==> src/vliw_pkg.sv <==
package vliw_pkg;

    // Machine widths
    localparam int XLEN    = 32;
    localparam int GPR_AW  = 5;
    localparam int NUM_GPR = 32;

    // Six operand read ports, three per slot
    localparam int NUM_SRC = 6;
    localparam int SRC_UA  = 0;
    localparam int SRC_UB  = 1;
    localparam int SRC_US  = 2;
    localparam int SRC_LA  = 3;
    localparam int SRC_LB  = 4;
    localparam int SRC_LS  = 5;

    // Integer opcodes handled by this datapath
    // FP, load/store, branch and I/O values fall to the no-op path
    typedef enum logic [5:0] {
        Addi  = 6'd0,
        Subi  = 6'd1,
        Add   = 6'd2,
        Sub   = 6'd3,
        Srawi = 6'd4,
        Slawi = 6'd5,
        Li    = 6'd18,
        Liw   = 6'd19
    } opcode_t;

    typedef enum logic [3:0] {
        ENop    = 4'd0,
        EAdd    = 4'd1,
        ESub    = 4'd2,
        ERshift = 4'd3,
        ELshift = 4'd4,
        EPass   = 4'd5
    } exec_type_t;

    // Immediate form
    typedef struct packed {
        logic [GPR_AW-1:0] rt;
        logic [GPR_AW-1:0] ra;
        logic [15:0]       si;
    } dform_t;

    // Register form
    typedef struct packed {
        logic [GPR_AW-1:0] rt;
        logic [GPR_AW-1:0] ra;
        logic [GPR_AW-1:0] rb;
        logic [10:0]       unused;
    } xform_t;

    // One decoded slot, operands already resolved
    typedef struct packed {
        exec_type_t        e_type;
        logic [GPR_AW-1:0] rt;
        logic              rt_flag;
        logic [XLEN-1:0]   srca;
        logic [XLEN-1:0]   srcb;
    } slot_op_t;

    typedef struct packed {
        logic              valid;
        logic [GPR_AW-1:0] rt;
        logic [XLEN-1:0]   data;
    } wb_t;

endpackage
==> src/operand_bypass.sv <==
`timescale 1ns/1ns

module operand_bypass (
    input  logic [vliw_pkg::NUM_SRC-1:0][vliw_pkg::GPR_AW-1:0] rd_addr,
    input  logic [vliw_pkg::NUM_SRC-1:0][vliw_pkg::XLEN-1:0]   rf_data,
    input  vliw_pkg::wb_t                                 fwd_u,
    input  vliw_pkg::wb_t                                 fwd_l,
    input  vliw_pkg::wb_t                                 wb_u,
    input  vliw_pkg::wb_t                                 wb_l,
    output logic [vliw_pkg::NUM_SRC-1:0][vliw_pkg::XLEN-1:0]   src_data
);

    function automatic logic hit(
        input vliw_pkg::wb_t              w,
        input logic [vliw_pkg::GPR_AW-1:0] idx
    );
        return w.valid && (w.rt == idx);
    endfunction

    // Newest producer wins
    //   execute stage: lower then upper
    //   writeback stage: lower then upper
    //   register file last
    always_comb begin
        for (int i = 0; i < vliw_pkg::NUM_SRC; i++) begin
            if (hit(fwd_l, rd_addr[i])) begin
                src_data[i] = fwd_l.data;
            end else if (hit(fwd_u, rd_addr[i])) begin
                src_data[i] = fwd_u.data;
            end else if (hit(wb_l, rd_addr[i])) begin
                src_data[i] = wb_l.data;
            end else if (hit(wb_u, rd_addr[i])) begin
                src_data[i] = wb_u.data;
            end else begin
                src_data[i] = rf_data[i];
            end
        end
    end

endmodule

==> config.mk <==
export PLATFORM = sky130hd
export DESIGN_NAME = operand_bypass
export DESIGN_NICKNAME = d
export VERILOG_FILES = /design/src/vliw_pkg.sv /design/src/operand_bypass.sv
export SDC_FILE = /design/constraint.sdc
export NUM_CORES = 1
export LEC_CHECK = 0
export ABC_CLOCK_PERIOD_IN_PS = 3900
export BUFFER_PORTS_ARGS = -buffer_cell sky130_fd_sc_hd__buf_2
export CAP_MARGIN = 20
export CORE_AREA = 2 2 217 219
export DETAILED_ROUTE_END_ITERATION = 10
export DIE_AREA = 0 0 219 221
export GPL_TIMING_DRIVEN = 0
export PLACE_DENSITY = 0.39
export SYNTH_ARGS = -nofsm -noshare
export SYNTH_HDL_FRONTEND = slang
export SYNTH_SLANG_ARGS = --single-unit
==> constraint.sdc <==
create_clock -name vclk -period 3.9
set_clock_uncertainty 0.2 [all_clocks]
set_input_delay 0.195 -clock vclk [all_inputs]
set_output_delay 0.195 -clock vclk [all_outputs]
set_load 0.005 [all_outputs]
### Word level (Yosys, flattened, before mapping)

Cells that the tools add are included.

| cells by class | value |
|---|---|
| equal/unequal tests | 24 |
| mux-type cells | 24 |
| reduce and logical (&&, ||, !) cells | 24 |

Operators by type and width:

| cell | number |
|---|---|
| two-way mux 32 bit | 24 |
| == test 5 bit | 24 |
| logical AND 1 bit | 24 |

| word-level totals | value |
|---|---|
| register bits after elaboration | 0 |
| output and inout port bits | 192 |

### Logic depth before layout (Yosys ltp)

| depth | value |
|---|---|
| depth in word-level cells | 6 |
| mapped depth | 8 |
| gate-level depth less buffers | 5 |

### Worst setup path after synthesis

Ideal clock, no wire load.

| timing | value |
|---|---|
| kind | input -> output |
| start point | input rd_addr[7] (netlist bit) |
| end point | output src_data[34] (netlist bit) |
| arrival time | 1,758 ps |
| required time | 3,505 ps |
| setup slack | 1,747 ps |
| cell stages on the path | 8 |
| cell sequence | clkbuf_1 xnor2_1 nand3_1 or4_1 buf_2 buf_6 a221oi_1 o31ai_1 |

RTL lines:

| what | line | text |
|---|---|---|
| from (decl) | operand_bypass.sv:4 | `input logic [vliw_pkg::NUM_SRC-1:0][vliw_pkg::GPR_AW-1:0] rd_addr,` |
| to (decl) | operand_bypass.sv:10 | `output logic [vliw_pkg::NUM_SRC-1:0][vliw_pkg::XLEN-1:0] src_data` |

==> flow_summary_export.csv <==
group,metric,value,unit
timing,setup_ws,269,ps
placement,place.gp.congestion,0.945,
detailed_routing,avgViaCountPerCell,5.81,
pwr,cellPowerDensity,122,nW/um2
worst_setup_path,path_cells,"clkbuf_1 > xor2_1 > nor4_1 > and2_1 > clkbuf_1 > buf_2 > a221oi_1 > o31ai_1 > buf_2",
synthesis,yosys-top-cells-area,"a22oi_1, o31ai_1, a221oi_1, nor2_1, a221oi_2",
die,initial_core_util,18.1,%
layout,nNetsFinal,2126,
timing,max_freq,275,MHz
timing,worstMarginPinSlew,1080,ps
pwr,leakagePower,4.64,nW
global_routing,grtUsageTotal,29.8,%
synthesis,synth_top_area_share,17.3,%
cts,hold_buffers,0,
layout,design_area,11900,um2
synthesis,yosys.area.top_type,"a22oi_1",
layout,register_area,0,um2
synthesis,ys_seq_area_share,0,%
global_routing,overflow,0,
detailed_routing,routed_wl,76.7,mm
pwr,peakVddDrop,0.0000523,V
detailed_routing,first_iter_violations,1660,
placement,hpwl,62.3,mm
layout,nFillCells,5372,
status,outcome,"completed",
die,core,46100,um2
global_routing,antenna_found_initial,20,
detailed_routing,drtPass1Iterations,7,
synthesis,syn_inst,1204,
synthesis,syn_nets,1578,
die,std_cell_rows,79,
detailed_routing,drcViolationCount,0,
detailed_routing,ant_nets,0,
layout,clkbuf_count,0,
synthesis,synth_top_family_by_area,"compound AO/OA/AOI/OAI gates",
worst_setup_path,cp-end-kind,"output pin",
synthesis,synth_area,8310,um2
worst_setup_path,crit_path_start_kind,"primary input",
layout,utilization,25.8,%
detailed_routing,num_vias,13800,
job,drv_cap,0,
timing,finalHoldViolCount,0,
layout,area_growth,43.0,%
placement,io_buffers,541,
timing,maxSlewHeadroom,28.0,%
synthesis,yosysMostFrequentCell,"nor2_1",
cts,cts_resized,0,
timing,finalMaxSlewViolations,0,
worst_setup_path,critPathMaxStageDelay,660,ps
worst_setup_path,path_class,"in -> out",
placement,placedCellCount,2357,
timing,min_period,3630,ps
global_routing,grt_pass1_vias,13500,
die,ios,566,
layout,stdcell_count,2370,
layout,sequential_cell_total,0,
worst_setup_path,crit_fanout,10,
die,dieHeight,221,um
synthesis,synthXorXnorAreaFrac,12.6,%
global_routing,grt_max_degree,11,
worst_setup_path,arrival,3240,ps
synthesis,synth_simple_gate_area_share,15.8,%
timing,setup_tns,0,ps
worst_hold_path,holdCritPathClass,"in -> out",
synthesis,synthMuxAreaShare,0,%
die,dieArea,48400,um2
synthesis,synthTopCellsByCount,"nor2_1, a22oi_1, o31ai_1",
synthesis,synth-adder-area-share,0,%
worst_setup_path,crit_required,3500,ps
placement,placed_area,11900,um2
timing,setup_violations,0,
die,die_w,219,um
timing,fin_crit_sh,93.1,%
synthesis,ys_types,26,
global_routing,grt_pass1_wl,105,mm
timing,rsz0062_at_grt,"no",
synthesis,synth_compound_gate_area_share,59.5,%
placement,dp_slack,239,ps
detailed_routing,drt-wirelength-per-cell,32.4,um
synthesis,avgSynthCellArea,6.91,um2
worst_setup_path,cp_slowest_cell,"nor4_1",
synthesis,synth_warnings,0,
cts,post-cts-setup-buffers,0,
layout,drive_gt1_share,39.3,%
==> layout by cell type, fill, tap and decap left out, drive strengths merged, types with 6 or more instances in the layout <==
| cell | Yosys | layout |
|---|---|---|
| and3 | 6 | 6 |
| a22oi | 192 | 192 |
| nand4 | 7 | 7 |
| xnor2 | 61 | 61 |
| nand2 | 12 | 12 |
| diode | 0 | 13 |
| o21bai | 6 | 6 |
| a311oi | 6 | 6 |
| clkbuf | 120 | 120 |
| buf | 85 | 631 |
| nor4 | 12 | 12 |
| nor2 | 193 | 193 |
| xor2 | 59 | 59 |
| a221oi | 192 | 192 |
| o31ai | 192 | 192 |
| and2 | 44 | 44 |
==> critical path, delay by kind of cell <==
kind | cells | cell delay (ps)
AO/OA/AOI/OAI | 2 | 580
buffers and inverters | 4 | 1450
AND/OR/NAND/NOR | 2 | 880
XOR/XNOR | 1 | 130
==> final timing paths <==
check,startpoint,to,slack (ps),cells past startpoint
setup / recovery,wb_l[35],src_data[140],270,9
hold / removal,fwd_u[1],src_data[65],630,4
==> report_power, final <==
part	switching, W	total (W)	internal (W)	leakage [nW]
Sequential	0	0	0	0
Clock	0	0.000000000447	0.000000000447	0.0000824
Combinational	0.000872	0.00145	0.000577	4.64
==> metal layers <==
metal	global-route usage (%)	part of all wire, %	vias to the layer above
met3	3.86	8.0	108
met4	5.84	2.3	10
met2	50.2	47	867
li1	-	-	5968
met1	40.6	43	6820
met5	0	0.086	-
==> through the flow <==
step | hold slack, ps | total power, W
final | 630 | 0.00145
after global routing | 651 | 0.00152
after CTS | 626 | 0.00143
after detailed placement | 623 | 0.00142
after global placement | 621 | 0.00142
after floorplan | 307 | 0.000608
==> kinds of logic after synthesis <==
logic type             count (synthesis)
AND/OR/NAND/NOR                      290
AO/OA/AOI/OAI                        588
XOR/XNOR                             120
buffers and inverters                206
==> area by class of cell <==
class / instances / area, um2 / area share, %
multi-input combinational: 998 / 7340 / 61.7
timing repair buffer: 546 / 2750 / 23.1
buffer: 205 / 1010 / 8.46
tap: 607 / 759 / 6.39
antenna: 13 / 32.5 / 0.274
inverter: 1 / 3.75 / 0.0316
Power figures use the tool's default switching activity.
