--- config.mk ---
export PLATFORM = sky130hd
export DESIGN_NAME = exec_unit
export DESIGN_NICKNAME = d
export VERILOG_FILES = /design/src/vliw_pkg.sv /design/src/exec_unit.sv
export SDC_FILE = /design/constraint.sdc
export NUM_CORES = 1
export LEC_CHECK = 0
export ABC_AREA = 1
export BUFFER_PORTS_ARGS = -buffer_cell sky130_fd_sc_hd__buf_4
export CAP_MARGIN = 20
export CORE_ASPECT_RATIO = 0.9
export CORE_UTILIZATION = 40
export DETAILED_ROUTE_END_ITERATION = 8
export MAX_ROUTING_LAYER = met4
export PLACE_DENSITY_LB_ADDON = 0.2
export RECOVER_POWER = 100
export SLEW_MARGIN = 30
export SYNTH_ARGS = -nofsm -noshare
export SYNTH_HDL_FRONTEND = slang
export SYNTH_SLANG_ARGS = --single-unit
--- constraint.sdc ---
create_clock -name clk -period 4.4 [get_ports clk]
set_clock_uncertainty 0.2 [all_clocks]
set_input_delay 0 -clock clk [delete_from_list [all_inputs] [get_ports clk]]
set_output_delay 0 -clock clk [all_outputs]
set_load 0.1 [all_outputs]
--- src/vliw_pkg.sv ---
package vliw_pkg;

    // Machine widths
    localparam int XLEN    = 32;
    localparam int GPR_AW  = 5;
    localparam int NUM_GPR = 32;

    // Six operand read ports, three per slot
    localparam int NUM_SRC = 6;
    localparam int SRC_UA  = 0;
    localparam int SRC_UB  = 1;
    localparam int SRC_US  = 2;
    localparam int SRC_LA  = 3;
    localparam int SRC_LB  = 4;
    localparam int SRC_LS  = 5;

    // Integer opcodes handled by this datapath
    // FP, load/store, branch and I/O values fall to the no-op path
    typedef enum logic [5:0] {
        Addi  = 6'd0,
        Subi  = 6'd1,
        Add   = 6'd2,
        Sub   = 6'd3,
        Srawi = 6'd4,
        Slawi = 6'd5,
        Li    = 6'd18,
        Liw   = 6'd19
    } opcode_t;

    typedef enum logic [3:0] {
        ENop    = 4'd0,
        EAdd    = 4'd1,
        ESub    = 4'd2,
        ERshift = 4'd3,
        ELshift = 4'd4,
        EPass   = 4'd5
    } exec_type_t;

    // Immediate form
    typedef struct packed {
        logic [GPR_AW-1:0] rt;
        logic [GPR_AW-1:0] ra;
        logic [15:0]       si;
    } dform_t;

    // Register form
    typedef struct packed {
        logic [GPR_AW-1:0] rt;
        logic [GPR_AW-1:0] ra;
        logic [GPR_AW-1:0] rb;
        logic [10:0]       unused;
    } xform_t;

    // One decoded slot, operands already resolved
    typedef struct packed {
        exec_type_t        e_type;
        logic [GPR_AW-1:0] rt;
        logic              rt_flag;
        logic [XLEN-1:0]   srca;
        logic [XLEN-1:0]   srcb;
    } slot_op_t;

    typedef struct packed {
        logic              valid;
        logic [GPR_AW-1:0] rt;
        logic [XLEN-1:0]   data;
    } wb_t;

endpackage
--- src/exec_unit.sv ---
`timescale 1ns/1ns

module exec_unit (
    input  logic               clk,
    input  logic               rstn,
    input  vliw_pkg::slot_op_t op,
    output vliw_pkg::wb_t      fwd,
    output vliw_pkg::wb_t      wb
);

    logic [vliw_pkg::XLEN-1:0] result;
    logic [4:0]                shamt;

    // Shift amount from the low bits of srcb only
    assign shamt = op.srcb[4:0];

    always_comb begin
        case (op.e_type)
            vliw_pkg::EAdd: begin
                result = op.srca + op.srcb;
            end
            vliw_pkg::ESub: begin
                result = op.srca - op.srcb;
            end
            vliw_pkg::ERshift: begin
                // Arithmetic, sign bit replicated
                result = $signed(op.srca) >>> shamt;
            end
            vliw_pkg::ELshift: begin
                result = op.srca << shamt;
            end
            vliw_pkg::EPass: begin
                result = op.srcb;
            end
            default: begin
                result = '0;
            end
        endcase
    end

    // Result is visible to the bypass in the same cycle
    assign fwd = '{valid: op.rt_flag, rt: op.rt, data: result};

    always_ff @(posedge clk) begin
        if (!rstn) begin
            wb <= '0;
        end else begin
            wb <= fwd;
        end
    end

endmodule

### After elaboration in Yosys (flattened, before gate mapping)

Index checks and enable logic that the tools add are counted.

| storage, ports and cells | value |
|---|---|
| bits of input ports | 76 |
| register bits after elaboration | 38 |

| cells by class | value |
|---|---|
| multiplexer cells | 1 |
| shifts and indexed selects | 2 |
| $add $sub $neg | 2 |
| equality and inequality tests | 5 |

Operator list:

| operator | count |
|---|---|
| 32-bit case mux with 5 select lines | 1 |
| 32-bit adder | 1 |
| 32-bit by 5-bit left shift with 32-bit output | 1 |
| 32-bit by 5-bit >>> shifter with 32-bit output | 1 |
| 32-bit subtractor | 1 |
| 4-bit by 2-bit == test with 1-bit output, second input constant | 2 |
| 4-bit by 3-bit == test with 1-bit output, second input constant | 2 |
| 4-bit by 1-bit == test with 1-bit output, second input constant | 1 |

### Logic depth before layout (Yosys ltp)

| depth | value |
|---|---|
| depth after elaboration | 2 |
| mapped depth | 28 |
| gate-level depth less buffers | 26 |

### Worst setup path after synthesis

OpenSTA, ideal clock, no wires.

| timing path | value |
|---|---|
| path type | input to register |
| start point | in op[1] (netlist bit) |
| end point | reg wb[23] (netlist bit) |
| slack | 0.479 ns |
| library setup time | 0.118 ns |
| data required time | 4.082 ns |
| data arrival time | 3.603 ns |
| stages on the path | 23 |
| cells stage by stage | inv_2 -> clkbuf_1 -> ha_1 -> nand3_1 -> nor2_1 -> nand2_1 -> nor3_1 -> nand2_1 -> o21ai_0 -> xor2_1 -> inv_1 -> ha_1 -> nand2_1 -> nor2_1 -> inv_1 -> nor3_1 -> nand3_1 -> nand3_1 -> nand2_1 -> nand3_1 -> nand3_1 -> nand2_1 -> inv_1 |

RTL lines:

| element | RTL line | RTL |
|---|---|---|
| start, declared | exec_unit.sv:6 | `input vliw_pkg::slot_op_t op,` |
| end signal, assigned | exec_unit.sv:48 | `wb <= fwd;` |
| end, declared | exec_unit.sv:8 | `output vliw_pkg::wb_t wb` |

==> reports/qor.csv <==
metric;value;unit
post-synth cell types;42;
CP startpoint kind;input pin;
CTS buffer count;5;
Max Slew Vio Count;0;
CP Capture Type;primary output;
FFs w/ async S/R, synth;0;%
drt pass-1 iters;6;
Hold/Removal Path Class;in2reg;
Final Routed Wirelength;40.8;mm
initial core utilization;41.3;%
mux cell area share after synthesis;0.125;%
fill cell count;2320;
Worst EP required;4200;ps
# port buffers;151;
adder-cell share of the synthesized area;5.41;%
pwr/cell area;243;nW/um^2
post-route cell area;9350;sq um
initial antenna violation count;1;
dpl cell area;9280;sq um
Die X;151;microns
Die Area;20600;sq um
synth cell count leaders;nand2_1, nand3_1, inv_1;
core area;19400;sq um
DRC errors left;0;
Congestion Overflow GR;0;
routability cong.;1.17;
Period Utilization, post-route;90.6;%
Post-CTS Resized;0;
Area Growth Syn to Fin;16.8;%
post-layout min period;3990;ps
Clock transition at path regs;50;ps
GR Util All Layers;40.9;%
Hold Vio Cnt, Final;0;
Root Driver;clkbuf_16;
global-route wire length before repair;60.2;mm
antenna-violating nets left;0;
smallest hold slack;37.4;ps
share of cells above drive strength 1;8.29;%
Setup violations, final;0;
crit path kind;in2out;
Core Util, Final;48.2;%
CP max stage delay;700;ps
Max FO, Critical Path;60;
largest net degree at the start of global routing;61;
most used cell, CP;nand2_1;
post-detail-place hpwl;33.8;mm
Biggest register;wb;
Clock Path Buffers;2;
RSZ-0062 raised after global routing;false;
syn_nets;1723;
via count;11300;
outcome;completed;
Post-synth top flop;dfxtp_1;
Buf+Inv Stages, Crit Path;5;
Fin Setup TNS;0;ps
complex-gate fraction of the synthesized area;10.7;%
Syn Area/Cell;4.96;sq um
vias in the first global route;9852;
H-tree depth;2;
die height;136;microns
Rel. slew slack;13.9;%
Critical Path AT;3790;ps
actual slew at the worst max-slew pin;1290;ps
worst vdd ir;0.000244;V
IO Pins;152;
# clock sinks;38;
number of flops mapped to enable cells by yosys;0;
XOR/XNOR Fraction of Synth Area;3.50;%
Rows;48;
post-synthesis simple-gate area fraction;57.3;%
max reg flops;38;
Largest regs;wb: 38 flops;
max frequency;251;MHz
post-synth top area cell;nand2_1;
drt initial violations;1400;
Via density;5.67;
largest family of logic cells by synthesized area;simple AND/OR/NAND/NOR gates;
post-synth top area share;29.3;%
CP Cell Sequence;buf_4 -> clkinv_1 -> clkbuf_2 -> xor2_1 -> ha_1 -> nand2_1 -> nand2_1 -> inv_1 -> nand2_1 -> nand2_1 -> nand2_1 -> nand2_1 -> nand2_1 -> or2_2 -> a21oi_1 -> nand2_1 -> buf_4;
synth top area cells;nand2_1, nand3_1, dfxtp_1;
Final Power;2.28;mW
leakage;5.28;nW
post-synthesis cell count;1613;
Seq cells post-synth;38;
WL per Instance;20.5;microns
CP top delay family;buffers and inverters;
sequential area share after synthesis;9.50;%
nets;1847;
CTS tree;done;
count leader, synth;nand2_1;
number of max-cap violations;0;
Max stage delay cell, worst path;clkbuf_2;
Mapped Area;8010;sq um
Yosys warning count;0;
[area by class of cell]
| class | instances | area (sq um) | share of cell area, % |
|---|---|---|---|
| Inverter | 195 | 734 | 7.85 |
| Sequential cell | 38 | 761 | 8.14 |
| Clock buffer | 8 | 166 | 1.78 |
| Tap cell | 250 | 313 | 3.35 |
| Multi-Input combinational cell | 1309 | 6170 | 66.0 |
| Antenna cell | 1 | 2.50 | 0.0268 |
| Timing Repair Buffer | 188 | 1210 | 12.9 |
[metal layers]
layer | global-route usage [%] | vias up | wire [microns] | part of all wire [%]
met4 | 13.3 | 0 | 1270 | 3.1
met5 | - | - | 0 | 0
met3 | 9.63 | 66 | 5130 | 13
met1 | 55.2 | 5069 | 17600 | 43
li1 | - | 5429 | - | -
met2 | 59.1 | 709 | 16800 | 41
[power breakdown]
group | internal [mW] | switching, mW | total (mW)
registers | 0.364 | 0.00507 | 0.369
logic | 0.361 | 1.16 | 1.52
clock network | 0.256 | 0.131 | 0.388
total | 0.981 | 1.30 | 2.28
[logic make-up after synthesis]
family          count (synthesis)
simple gates                 1088
buf+inv                       266
compound gates                154
flops                          38
fa+ha+maj                      34
xor+xnor                       32
mux                             1
[metrics by stage]
step | instances | setup slack, ps
floorplan | 1613 | 479
global placement | 1966 | 757
detailed placement | 1966 | 698
CTS | 1988 | 682
global route | 1989 | 97.2
finish | 1989 | 415
[placed cells by master (no fill, tap or decap), drive strengths merged, types with 2 or more instances in the layout]
| cell | synthesis | routed |
|---|---|---|
| a211oi | 2 | 2 |
| a21boi | 3 | 3 |
| a21oi | 65 | 65 |
| a22oi | 3 | 3 |
| and2 | 9 | 9 |
| buf | 38 | 100 |
| clkbuf | 33 | 82 |
| dfxtp | 38 | 38 |
| dlygate4sd3 | 0 | 14 |
| ha | 33 | 33 |
| inv | 194 | 194 |
| nand2 | 626 | 626 |
| nand3 | 284 | 284 |
| nand3b | 5 | 5 |
| nand4 | 16 | 16 |
| nor2 | 125 | 125 |
| nor3 | 17 | 17 |
| nor4 | 4 | 4 |
| o2111ai | 3 | 3 |
| o211ai | 11 | 11 |
| o21ai | 55 | 55 |
| o21bai | 5 | 5 |
| o22ai | 4 | 4 |
| xnor2 | 4 | 4 |
| xor2 | 28 | 28 |
[worst min-delay path, stage by stage]
cell,delay (ps)
buf_4,130
nand2_1,60
nand3_1,120
nor2_1,80
nor2_1,80
[path summary, 6_finish.rpt]
kind                    from      to  slack [ps]  cells past startpoint
worst max-delay path   op[2]  fwd[9]         410                     17
worst min-delay path  op[30]  wb[30]          40                      5
[what timing repair did]
item / CTS / global route
hold buffers: 14 / 0
setup buffers: 0 / 0
endpoints found under the hold margin: 17 / 0
(Power assumes the default switching activity.)
