<file path="config.mk">
export PLATFORM = sky130hd
export DESIGN_NAME = decode
export DESIGN_NICKNAME = d
export VERILOG_FILES = /design/src/vliw_pkg.sv /design/src/decode.sv
export SDC_FILE = /design/constraint.sdc
export NUM_CORES = 1
export LEC_CHECK = 0
export BUFFER_PORTS_ARGS = -buffer_cell sky130_fd_sc_hd__clkbuf_2
export CORE_AREA = 3 3 167 169
export CTS_CLUSTER_DIAMETER = 30
export DETAILED_ROUTE_END_ITERATION = 10
export DIE_AREA = 0 0 170 172
export HOLD_SLACK_MARGIN = 0.12
export PLACE_DENSITY = 0.56
export SLEW_MARGIN = 40
export SYNTH_ARGS = -nofsm -noshare
export SYNTH_HDL_FRONTEND = slang
export SYNTH_SLANG_ARGS = --single-unit
</file>
<file path="constraint.sdc">
create_clock -name clk -period 6.3 [get_ports clk]
set_input_delay 1.575 -clock clk [delete_from_list [all_inputs] [get_ports clk]]
set_output_delay 1.575 -clock clk [all_outputs]
set_load 0.1 [all_outputs]
</file>
<file path="src/vliw_pkg.sv">
package vliw_pkg;

    // Machine widths
    localparam int XLEN    = 32;
    localparam int GPR_AW  = 5;
    localparam int NUM_GPR = 32;

    // Six operand read ports, three per slot
    localparam int NUM_SRC = 6;
    localparam int SRC_UA  = 0;
    localparam int SRC_UB  = 1;
    localparam int SRC_US  = 2;
    localparam int SRC_LA  = 3;
    localparam int SRC_LB  = 4;
    localparam int SRC_LS  = 5;

    // Integer opcodes handled by this datapath
    // FP, load/store, branch and I/O values fall to the no-op path
    typedef enum logic [5:0] {
        Addi  = 6'd0,
        Subi  = 6'd1,
        Add   = 6'd2,
        Sub   = 6'd3,
        Srawi = 6'd4,
        Slawi = 6'd5,
        Li    = 6'd18,
        Liw   = 6'd19
    } opcode_t;

    typedef enum logic [3:0] {
        ENop    = 4'd0,
        EAdd    = 4'd1,
        ESub    = 4'd2,
        ERshift = 4'd3,
        ELshift = 4'd4,
        EPass   = 4'd5
    } exec_type_t;

    // Immediate form
    typedef struct packed {
        logic [GPR_AW-1:0] rt;
        logic [GPR_AW-1:0] ra;
        logic [15:0]       si;
    } dform_t;

    // Register form
    typedef struct packed {
        logic [GPR_AW-1:0] rt;
        logic [GPR_AW-1:0] ra;
        logic [GPR_AW-1:0] rb;
        logic [10:0]       unused;
    } xform_t;

    // One decoded slot, operands already resolved
    typedef struct packed {
        exec_type_t        e_type;
        logic [GPR_AW-1:0] rt;
        logic              rt_flag;
        logic [XLEN-1:0]   srca;
        logic [XLEN-1:0]   srcb;
    } slot_op_t;

    typedef struct packed {
        logic              valid;
        logic [GPR_AW-1:0] rt;
        logic [XLEN-1:0]   data;
    } wb_t;

endpackage
</file>
<file path="src/decode.sv">
`timescale 1ns/1ns

module decode (
    input  logic                                          clk,
    input  logic                                          rstn,
    input  logic                                          inst_valid,
    input  logic [63:0]                                   inst,
    output logic [vliw_pkg::NUM_SRC-1:0][vliw_pkg::GPR_AW-1:0] rd_addr,
    input  logic [vliw_pkg::NUM_SRC-1:0][vliw_pkg::XLEN-1:0]   src_data,
    output vliw_pkg::slot_op_t                            op_u,
    output vliw_pkg::slot_op_t                            op_l,
    output logic                                          op_valid
);

    logic [5:0]         opc_u;
    logic [5:0]         opc_l;
    vliw_pkg::dform_t   dform_u;
    vliw_pkg::dform_t   dform_l;
    vliw_pkg::xform_t   xform_u;
    vliw_pkg::xform_t   xform_l;
    logic               upper_liw;
    vliw_pkg::slot_op_t next_u;
    vliw_pkg::slot_op_t next_l;

    // Upper instruction in [63:32], lower in [31:0]
    assign opc_u   = inst[63:58];
    assign opc_l   = inst[31:26];
    assign dform_u = inst[57:32];
    assign dform_l = inst[25:0];
    assign xform_u = inst[57:32];
    assign xform_l = inst[25:0];

    assign upper_liw = (vliw_pkg::opcode_t'(opc_u) == vliw_pkg::Liw);

    // Operand indices, rs shares the rt field position
    always_comb begin
        rd_addr[vliw_pkg::SRC_UA] = dform_u.ra;
        rd_addr[vliw_pkg::SRC_UB] = xform_u.rb;
        rd_addr[vliw_pkg::SRC_US] = dform_u.rt;
        rd_addr[vliw_pkg::SRC_LA] = dform_l.ra;
        rd_addr[vliw_pkg::SRC_LB] = xform_l.rb;
        rd_addr[vliw_pkg::SRC_LS] = dform_l.rt;
    end

    function automatic vliw_pkg::slot_op_t decode_slot(
        input logic [5:0]                opc_bits,
        input vliw_pkg::dform_t          d,
        input logic [vliw_pkg::XLEN-1:0] ra_val,
        input logic [vliw_pkg::XLEN-1:0] rb_val,
        input logic [vliw_pkg::XLEN-1:0] imm_word
    );
        vliw_pkg::slot_op_t op;
        vliw_pkg::opcode_t  opc;

        opc       = vliw_pkg::opcode_t'(opc_bits);
        op.rt     = d.rt;
        op.srca   = ra_val;
        op.srcb   = {{16{d.si[15]}}, d.si};
        op.e_type = vliw_pkg::ENop;
        op.rt_flag = 1'b0;

        case (opc)
            vliw_pkg::Addi: begin
                op.e_type  = vliw_pkg::EAdd;
                op.rt_flag = 1'b1;
            end
            vliw_pkg::Subi: begin
                op.e_type  = vliw_pkg::ESub;
                op.rt_flag = 1'b1;
            end
            vliw_pkg::Add: begin
                op.e_type  = vliw_pkg::EAdd;
                op.srcb    = rb_val;
                op.rt_flag = 1'b1;
            end
            vliw_pkg::Sub: begin
                op.e_type  = vliw_pkg::ESub;
                op.srcb    = rb_val;
                op.rt_flag = 1'b1;
            end
            vliw_pkg::Srawi: begin
                op.e_type  = vliw_pkg::ERshift;
                op.rt_flag = 1'b1;
            end
            vliw_pkg::Slawi: begin
                op.e_type  = vliw_pkg::ELshift;
                op.rt_flag = 1'b1;
            end
            vliw_pkg::Li: begin
                op.e_type  = vliw_pkg::EPass;
                op.rt_flag = 1'b1;
            end
            vliw_pkg::Liw: begin
                op.e_type  = vliw_pkg::EPass;
                op.srcb    = imm_word;
                op.rt_flag = 1'b1;
            end
            default: begin
                op.e_type  = vliw_pkg::ENop;
                op.rt_flag = 1'b0;
            end
        endcase
        return op;
    endfunction

    always_comb begin
        next_u = decode_slot(opc_u, dform_u,
                             src_data[vliw_pkg::SRC_UA],
                             src_data[vliw_pkg::SRC_UB],
                             inst[31:0]);
        // No word follows the lower slot, so a stray Liw there acts like Li
        next_l = decode_slot(opc_l, dform_l,
                             src_data[vliw_pkg::SRC_LA],
                             src_data[vliw_pkg::SRC_LB],
                             {{16{dform_l.si[15]}}, dform_l.si});
        // Lower word is the Liw immediate
        if (upper_liw) begin
            next_l.e_type  = vliw_pkg::ENop;
            next_l.rt_flag = 1'b0;
        end
    end

    always_ff @(posedge clk) begin
        if (!rstn) begin
            op_valid       <= 1'b0;
            op_u.e_type    <= vliw_pkg::ENop;
            op_u.rt_flag   <= 1'b0;
            op_l.e_type    <= vliw_pkg::ENop;
            op_l.rt_flag   <= 1'b0;
        end else if (inst_valid) begin
            op_valid <= 1'b1;
            op_u     <= next_u;
            op_l     <= next_l;
        end else begin
            // Bubble, operands keep their old values
            op_valid       <= 1'b0;
            op_u.e_type    <= vliw_pkg::ENop;
            op_u.rt_flag   <= 1'b0;
            op_l.e_type    <= vliw_pkg::ENop;
            op_l.rt_flag   <= 1'b0;
        end
    end

endmodule

</file>
# Word-level counts from Yosys, hierarchy flattened
# Cells that the tools add are included.
# word_totals
ff_bits,149
in_bits,259
out_inout_bits,179
word_cells,48
# op_classes
eq_ne,14
muxes,7
bitwise_logic,2
reduce_logical,14
# op_table
operator,count
$pmux 32 s2,1
$mux 32,1
$pmux 3 s5,2
$eq 6x2->1 const B,4
$eq 6x3->1 const B,4
$eq 6x5->1 const B,4
$reduce_or 2->1,8
$reduce_or 8->1,2
$eq 6x1->1 const B,2
$logic_not 6->1,2
$mux 1,3
$reduce_or 3->1,1
$not 1->1,2
$reduce_and 2->1,1

# Depth between registers and ports, before layout
# Gate-level depths: netlist of the first run.
# depth
depth_word,3
depth_mapped,5
ltp_nobuf,3

# Least setup slack after synthesis of the first run
# Ideal clock, no wire load.
# synth_path
path_kind,input to register
startpoint,input port inst_valid
endpoint,register op_l[71] (netlist name)
setup_time_ps,97
arrival_ps,5671
t_required_ps,6203
path_slack_ps,532
cell_stages,3
path_buffers,0
cell_sequence,and2_1 -> o211ai_1 -> nor3_1
# synth_between
elab_chain_len,2
# synth_rtl
item,line_no,rtl
"start, declared",decode.sv:6,"input logic inst_valid,"
$not 1->1 (no source line),--,
$reduce_or 3->1 (no source line),--,
"end signal, assigned",decode.sv:133,op_l <= next_l;
"end, declared",decode.sv:11,"output vliw_pkg::slot_op_t op_l,"
# No other way between the ends.
# A chain may end at the register's enable or synchronous reset.

# Worst setup path after layout of the first run
# layout_path
startpoint,input port inst[47]
endpoint,output port rd_addr[9] (netlist name)
# layout_lines
item,line_no,rtl
"start, declared",decode.sv:7,"input logic [63:0] inst,"
"end, declared",decode.sv:8,"output logic [vliw_pkg::NUM_SRC-1:0][vliw_pkg::GPR_AW-1:0] rd_addr,"
# No word-level cell between the ends.

==> out/metrics.csv, run 1 <==
stage,metric,value,unit
routing,Final ANT Viol Nets,0,
timing,Final Max Slew Viols,0,
layout,ant diodes,0,
setup_path,crit-path max FO,3,
layout,synthesis-to-layout area growth,42.1,%
setup_path,Crit path largest cell delay,0.48,ns
timing,final-report hold violation count,0,
routing,Pre-antenna DRT Iters,4,
setup_path,"Slowest-stage cell, CP",clkbuf_2,
timing,Slew HR,48.5,%
clock_tree,CTS H-tree lvls,4,
die,Die ar.,29200,um^2
synthesis,Synthesis Warnings,0,
power_and_ir_drop,total power draw,0.00298,W
timing,fmax,0.263,GHz
synthesis,"Cell Area, Synth",5990,um^2
global_route,total gr overflow,0,
clock_tree,CTS resizes,0,
synthesis,"Seq/Total Area, Yosys",72.2,%
die,num rows,60,
die,Die H,172,um
setup_path,WP data arrival,2.22,ns
setup_path,Critical Path Source Type,input pin,
timing,post-layout min period,3.80,ns
routing,final WL,18900,um
place,Port Buffers,361,
global_route,initial antenna violation count,0,
synthesis,Yosys cell types,34,
setup_path,"CP delay by family, top",buffers and inverters,
setup_path,CP Launch Point,inst[47],
timing,RSZ-0062 raised after global routing,no,
routing,via count,4474,
setup_path,Worst Path Buf+Inv,2,
timing,period utilisation layout,60.3,%
setup_path,CP Capture Type,output port,
hold_path,Hold Crit Start,src_data[18],
synthesis,asr flop ratio synth,0,%
routing,M1 wire length,7390,um
place,RD Place Congestion,0.729,
die,Ports,438,
synthesis,Mean Syn Cell Area,15.4,um^2
routing,routed wl met2,9780,um
clock_tree,clock sinks,147,
global_route,largest net degree at the start of global routing,87,
global_route,vias in the first global route,4461,
setup_path,"Top cell by count, worst path",clkbuf_2,
synthesis,Most used DFF post-synth,edfxtp_1,
clock_tree,CTS Hold Bufs,0,
synthesis,Mapped Cells,388,
die,starting density of the core,22.4,%
clock_tree,clk slew on worst S/H paths,0.08,ns
flow_run,MaxCap Viol Count,0,
timing,Fin Setup TNS,0,ns
global_route,GRT Overall Usage,12.0,%
synthesis,#FFs+latches synth,147,
layout,Final nets,975,
setup_path,CP Cell Sequence,clkbuf_2 -> clkbuf_2,
power_and_ir_drop,Leak,3.72,nW
global_route,first-pass GRT wire length,26500,um
routing,WL per Instance,17.7,um
clock_tree,CTS root buf,clkbuf_16,
timing,worst slew pin tran,0.773,ns
place,post-DP HPWL,14300,um
routing,routed vias/inst,4.18,
setup_path,WS Path Type,in -> out,
setup_path,CP required,4.72,ns
routing,highest routed layer,met5,
clock_tree,total CTS buffers,17,
routing,DRC,0,
clock_tree,CTS tree,done,
synthesis,"EDFF count, synth",138,
die,die width,170,um
hold_path,HP Class,in -> reg,
status,status,"complete, no violations",
clock_tree,clk buf depth,2,
routing,met3 wirelength from detailed routing,1510,um
power_and_ir_drop,VDD IR-drop max,0.198,mV
power_and_ir_drop,power per standard cell area,350,nW/um^2
layout,layout cell share with drive strength beyond 1,57.3,%
routing,Initial DRC Count,227,
clock_tree,Post-CTS Setup Bufs,0,
timing,Setup Viol. Count Final,0,
die,Core ar.,26700,um^2
[report_power, final]
group | total [W] | internal [W] | switching (W)
Combinational | 0.000744 | 0.000112 | 0.000632
Sequential | 0.00116 | 0.00114 | 0.0000171
Clock | 0.00108 | 0.000606 | 0.000470
Total | 0.00298 | 0.00186 | 0.00112
[cell usage after synthesis, drive strengths merged, types with 7 or more instances]
cell,number,area [um^2]
a21o,17,128
a31oi,18,119
a32oi,15,131
buf,50,370
clkbuf,8,30.0
dfxtp,9,180
edfxtp,138,4140
mux2,15,169
nand2,17,80.1
nand3,32,165
nand3b,34,255
nor2,7,26.3
[logic make-up (layout without fill, tap and decap cells)]
kind of cell,after synthesis,in the layout,share of synthesized area (%)
AO/OA/AOI/OAI,53,53,6.65
buffers and inverters,61,401,6.88
flip-flops,147,147,72.2
multiplexers,18,18,3.32
other,1,2,0.0626
AND/OR/NAND/NOR,108,108,10.8
[routing by layer]
layer / global-route usage (%) / vias to the layer above
met2: 22.1 / 209
met3: 3.93 / 16
met1: 13.2 / 2124
li1: - / 2123
met5: 0 / -
met4: 3.88 / 2
[cell type report]
| type | instances | area, um^2 |
|---|---|---|
| fill | 2734 | 18200 |
| sequential | 147 | 4320 |
| timing repair buffer | 366 | 1860 |
| multi-input combinational | 181 | 1280 |
| tap | 341 | 427 |
| clock buffer | 17 | 425 |
| clock inverter | 15 | 188 |
| inverter | 3 | 11.3 |
[per-stage QoR]
step	util, %	hold WS, ns	worst slack [ns]	std cells	cell area, um^2
final	31.8	1.33	2.50	1070	8510
after CTS	31.8	1.30	2.50	1070	8500
after global routing	31.8	1.29	2.48	1070	8510
after global placement	29.5	1.75	2.50	1038	7880
after detailed placement	29.5	1.75	2.50	1038	7890
after floorplan	-	1.65	0.532	389	5990
[sequential cells by signal, summed over array words and instances (netlist names)]
| name | flops |
|---|---|
| op_u | 73 |
| op_valid | 1 |
| op_l | 73 |
[layout by cell type, fill, tap and decap left out, types with 2 or more instances in the layout]
cell	n
clkbuf_2	361
edfxtp_1	138
nand3b_1	34
nand3_1	31
a31oi_1	17
a21o_1	17
clkbuf_16	17
nand2_1	16
a32oi_1	15
mux2_2	12
dfxtp_1	9
nor2_1	7
nor2b_1	5
inv_6	5
inv_8	4
buf_4	4
inv_1	3
mux2_1	3
mux2i_1	3
nor3_1	3
and2_1	2
conb_1	2
bufinv_16	2
clkinv_4	2
[final timing paths]
check                 slack (ns)    endpoint  cells after the start
worst max-delay path        2.50  rd_addr[9]                      2
worst min-delay path        1.33    op_u[50]                      1
Note: power is estimated with default switching activity, not from simulation.
==> inputs of run 2 (changes only) <==
--- a/config.mk
+++ b/config.mk
@@ -6,12 +6,12 @@
 export NUM_CORES = 1
 export LEC_CHECK = 0
 export BUFFER_PORTS_ARGS = -buffer_cell sky130_fd_sc_hd__clkbuf_2
-export CORE_AREA = 3 3 167 169
+export CORE_AREA = 3 3 170 172
 export CTS_CLUSTER_DIAMETER = 30
 export DETAILED_ROUTE_END_ITERATION = 10
-export DIE_AREA = 0 0 170 172
+export DIE_AREA = 0 0 173 175
 export HOLD_SLACK_MARGIN = 0.12
-export PLACE_DENSITY = 0.56
+export PLACE_DENSITY = 0.57
 export SLEW_MARGIN = 40
 export SYNTH_ARGS = -nofsm -noshare
 export SYNTH_HDL_FRONTEND = slang
==> constraint.sdc (replaced) <==
create_clock -name clk -period 3.3 [get_ports clk]
set_input_delay 0.825 -clock clk [delete_from_list [all_inputs] [get_ports clk]]
set_output_delay 0.825 -clock clk [all_outputs]
set_load 0.1 [all_outputs]
==> run 2 against run 1 <==
Net effect: flip-flop and latch count unchanged; count of clock-buffer cells in the layout unchanged; power up 88%; routed wire length up 0.44%; critical path depth unchanged; setup slack worse by 1.5 ns; combinational power up 92%; critical path type unchanged; largest cell class unchanged; largest power group unchanged.
==> out/metrics.csv, run 2 (synthesis gave the netlist of run 1 again) <==
stage,metric,value,unit,change
routing,Initial DRC Count,218,,-4.0%
clock_tree,clock sinks,147,,unchanged
clock_tree,CTS H-tree lvls,4,,unchanged
timing,Setup Viol. Count Final,0,,unchanged
layout,FF+latch area,4320,um^2,unchanged
timing,post-layout min period,2.30,ns,
place,post-DP HPWL,14500,um,+1.3%
die,Ports,438,,unchanged
setup_path,Worst Path Buf+Inv,2,,unchanged
layout,final cell count without fillers,1119,,+4.6%
setup_path,"Top cell by count, worst path",clkbuf_2,,
layout,"commonest non-fill, non-tap cells in the layout","clkbuf_2 (361), edfxtp_1 (138), nand3b_1 (34), nand3_1 (31)",,
die,die width,173,um,+1.8%
layout,Top Registers,"op_l (73), op_u (73), op_valid (1)",,
clock_tree,CTS root buf,clkbuf_16,,
clock_tree,Post-CTS Setup Bufs,0,,unchanged
clock_tree,CTS Hold Bufs,0,,unchanged
timing,final-report hold violation count,0,,unchanged
layout,synthesis-to-layout area growth,44.3,%,
global_route,vias in the first global route,4637,,+3.9%
setup_path,CP Launch Point,inst[47],,
setup_path,WP data arrival,1.48,ns,-0.74 ns
timing,Slew HR,50.6,%,+2.1 points
flow_run,MaxCap Viol Count,0,,unchanged
setup_path,crit-path max FO,3,,unchanged
global_route,first-pass GRT wire length,27800,um,+5.1%
routing,via count,4574,,+2.2%
layout,Multi-input gate area,1270,um^2,-0.29%
routing,WL per Instance,17.0,um,-4.0%
timing,fmax,0.435,GHz,
clock_tree,CTS tree,done,,
clock_tree,total CTS buffers,17,,unchanged
power_and_ir_drop,Leak,3.77,nW,+1.2%
hold_path,HP Class,in -> reg,,
setup_path,Critical Path Source Type,input pin,,
hold_path,Hold Crit Start,src_data[106],,
timing,Setup WS post-layout,0.999,ns,-1.50 ns
setup_path,"CP delay by family, top",buffers and inverters,,
timing,Final Max Slew Viols,0,,unchanged
timing,RSZ-0062 raised after global routing,no,,
die,starting density of the core,21.7,%,-0.73 points
layout,fill count,2833,,+3.6%
timing,period utilisation layout,69.7,%,
timing,worst slew pin tran,0.742,ns,-0.0315 ns
power_and_ir_drop,total power draw,0.00561,W,+88%
layout,Final Util,31.3,%,-0.58 points
die,num rows,61,,+1.7%
place,Post-Place Cells,1085,,+4.5%
timing,Fin Setup TNS,0,ns,unchanged
global_route,largest net degree at the start of global routing,47,,-46%
setup_path,"Slowest-stage cell, CP",clkbuf_2,,
clock_tree,clk buf depth,2,,unchanged
setup_path,CP required,2.47,ns,-2.25 ns
clock_tree,clk slew on worst S/H paths,0.07,ns,about the same
die,Core ar.,27600,um^2,+3.4%
place,Port Buffers,361,,unchanged
setup_path,CP Capture Type,output port,,
routing,final WL,19000,um,+0.44%
layout,"most common cell after layout, fill and taps aside",clkbuf_2,,
setup_path,WS Path Type,in -> out,,
routing,Pre-antenna DRT Iters,4,,unchanged
place,RD Place Congestion,0.767,,+5.1%
routing,routed vias/inst,4.09,,-2.2%
global_route,initial antenna violation count,1,,+1
status,status,"complete, no violations",,
die,Die H,175,um,+1.7%
routing,Final ANT Viol Nets,0,,unchanged
layout,layout cell share with drive strength beyond 1,57.8,%,+0.50 points
place,Setup WS pre-CTS,0.661,ns,-1.84 ns
hold_path,hold path endpoint,op_l[42],,
power_and_ir_drop,VDD IR-drop max,0.248,mV,+25%
global_route,GRT Overall Usage,12.1,%,+0.080 points
power_and_ir_drop,power per standard cell area,650,nW/um^2,+86%
layout,Final nets,986,,+1.1%
hold_path,WHS Path Cells,1,,unchanged
routing,DRC,0,,unchanged
setup_path,Crit path largest cell delay,0.48,ns,about the same
global_route,total gr overflow,0,,unchanged
setup_path,CP Cell Sequence,clkbuf_2 -> clkbuf_2,,
clock_tree,CTS resizes,0,,unchanged
die,Die ar.,30300,um^2,+3.5%
-- run 2: worst max path at each step --
stage,cells past startpoint,endpoint
after floorplan,3,op_l[70]
after global placement,4,op_u[16]
after detailed placement,4,op_l[4]
after CTS,2,rd_addr[9]
after global routing,2,rd_addr[9]
final,2,rd_addr[9]
-- run 2: routing by layer --
layer  routed length, um  track usage (%)  part of all wire, %  vias to the layer above
li1                    -                -                    -                     2144
met1                7690             14.4                   40                     2180
met2                9550             20.8                   50                      229
met3                1430             3.85                  7.5                       21
met4                 325             4.26                  1.7                        0
met5                   0                0                    0                        -
-- run 2: metrics by stage --
step                      instance area (um^2)  hold slack [ns]
final                                     8630            0.579
after global routing                      8630            0.549
after CTS                                 8620            0.553
after detailed placement                  8030             1.00
after global placement                    8020             1.00
after floorplan                           5990            0.904
-- run 2: report_power, final --
group	internal [W]	total, W	switching, W
clock	0.00108	0.00197	0.000892
combinational	0.000223	0.00143	0.00121
sequential	0.00218	0.00221	0.0000330
-- run 2: final cells by class --
type / instances / area share [%]
antenna: 1 / 0.0290
multi-input combinational: 181 / 14.7
inverter: 3 / 0.130
timing repair buffer: 377 / 22.6
clock inverter: 15 / 1.97
clock buffer: 17 / 4.93
tap: 378 / 5.48
sequential: 147 / 50.1
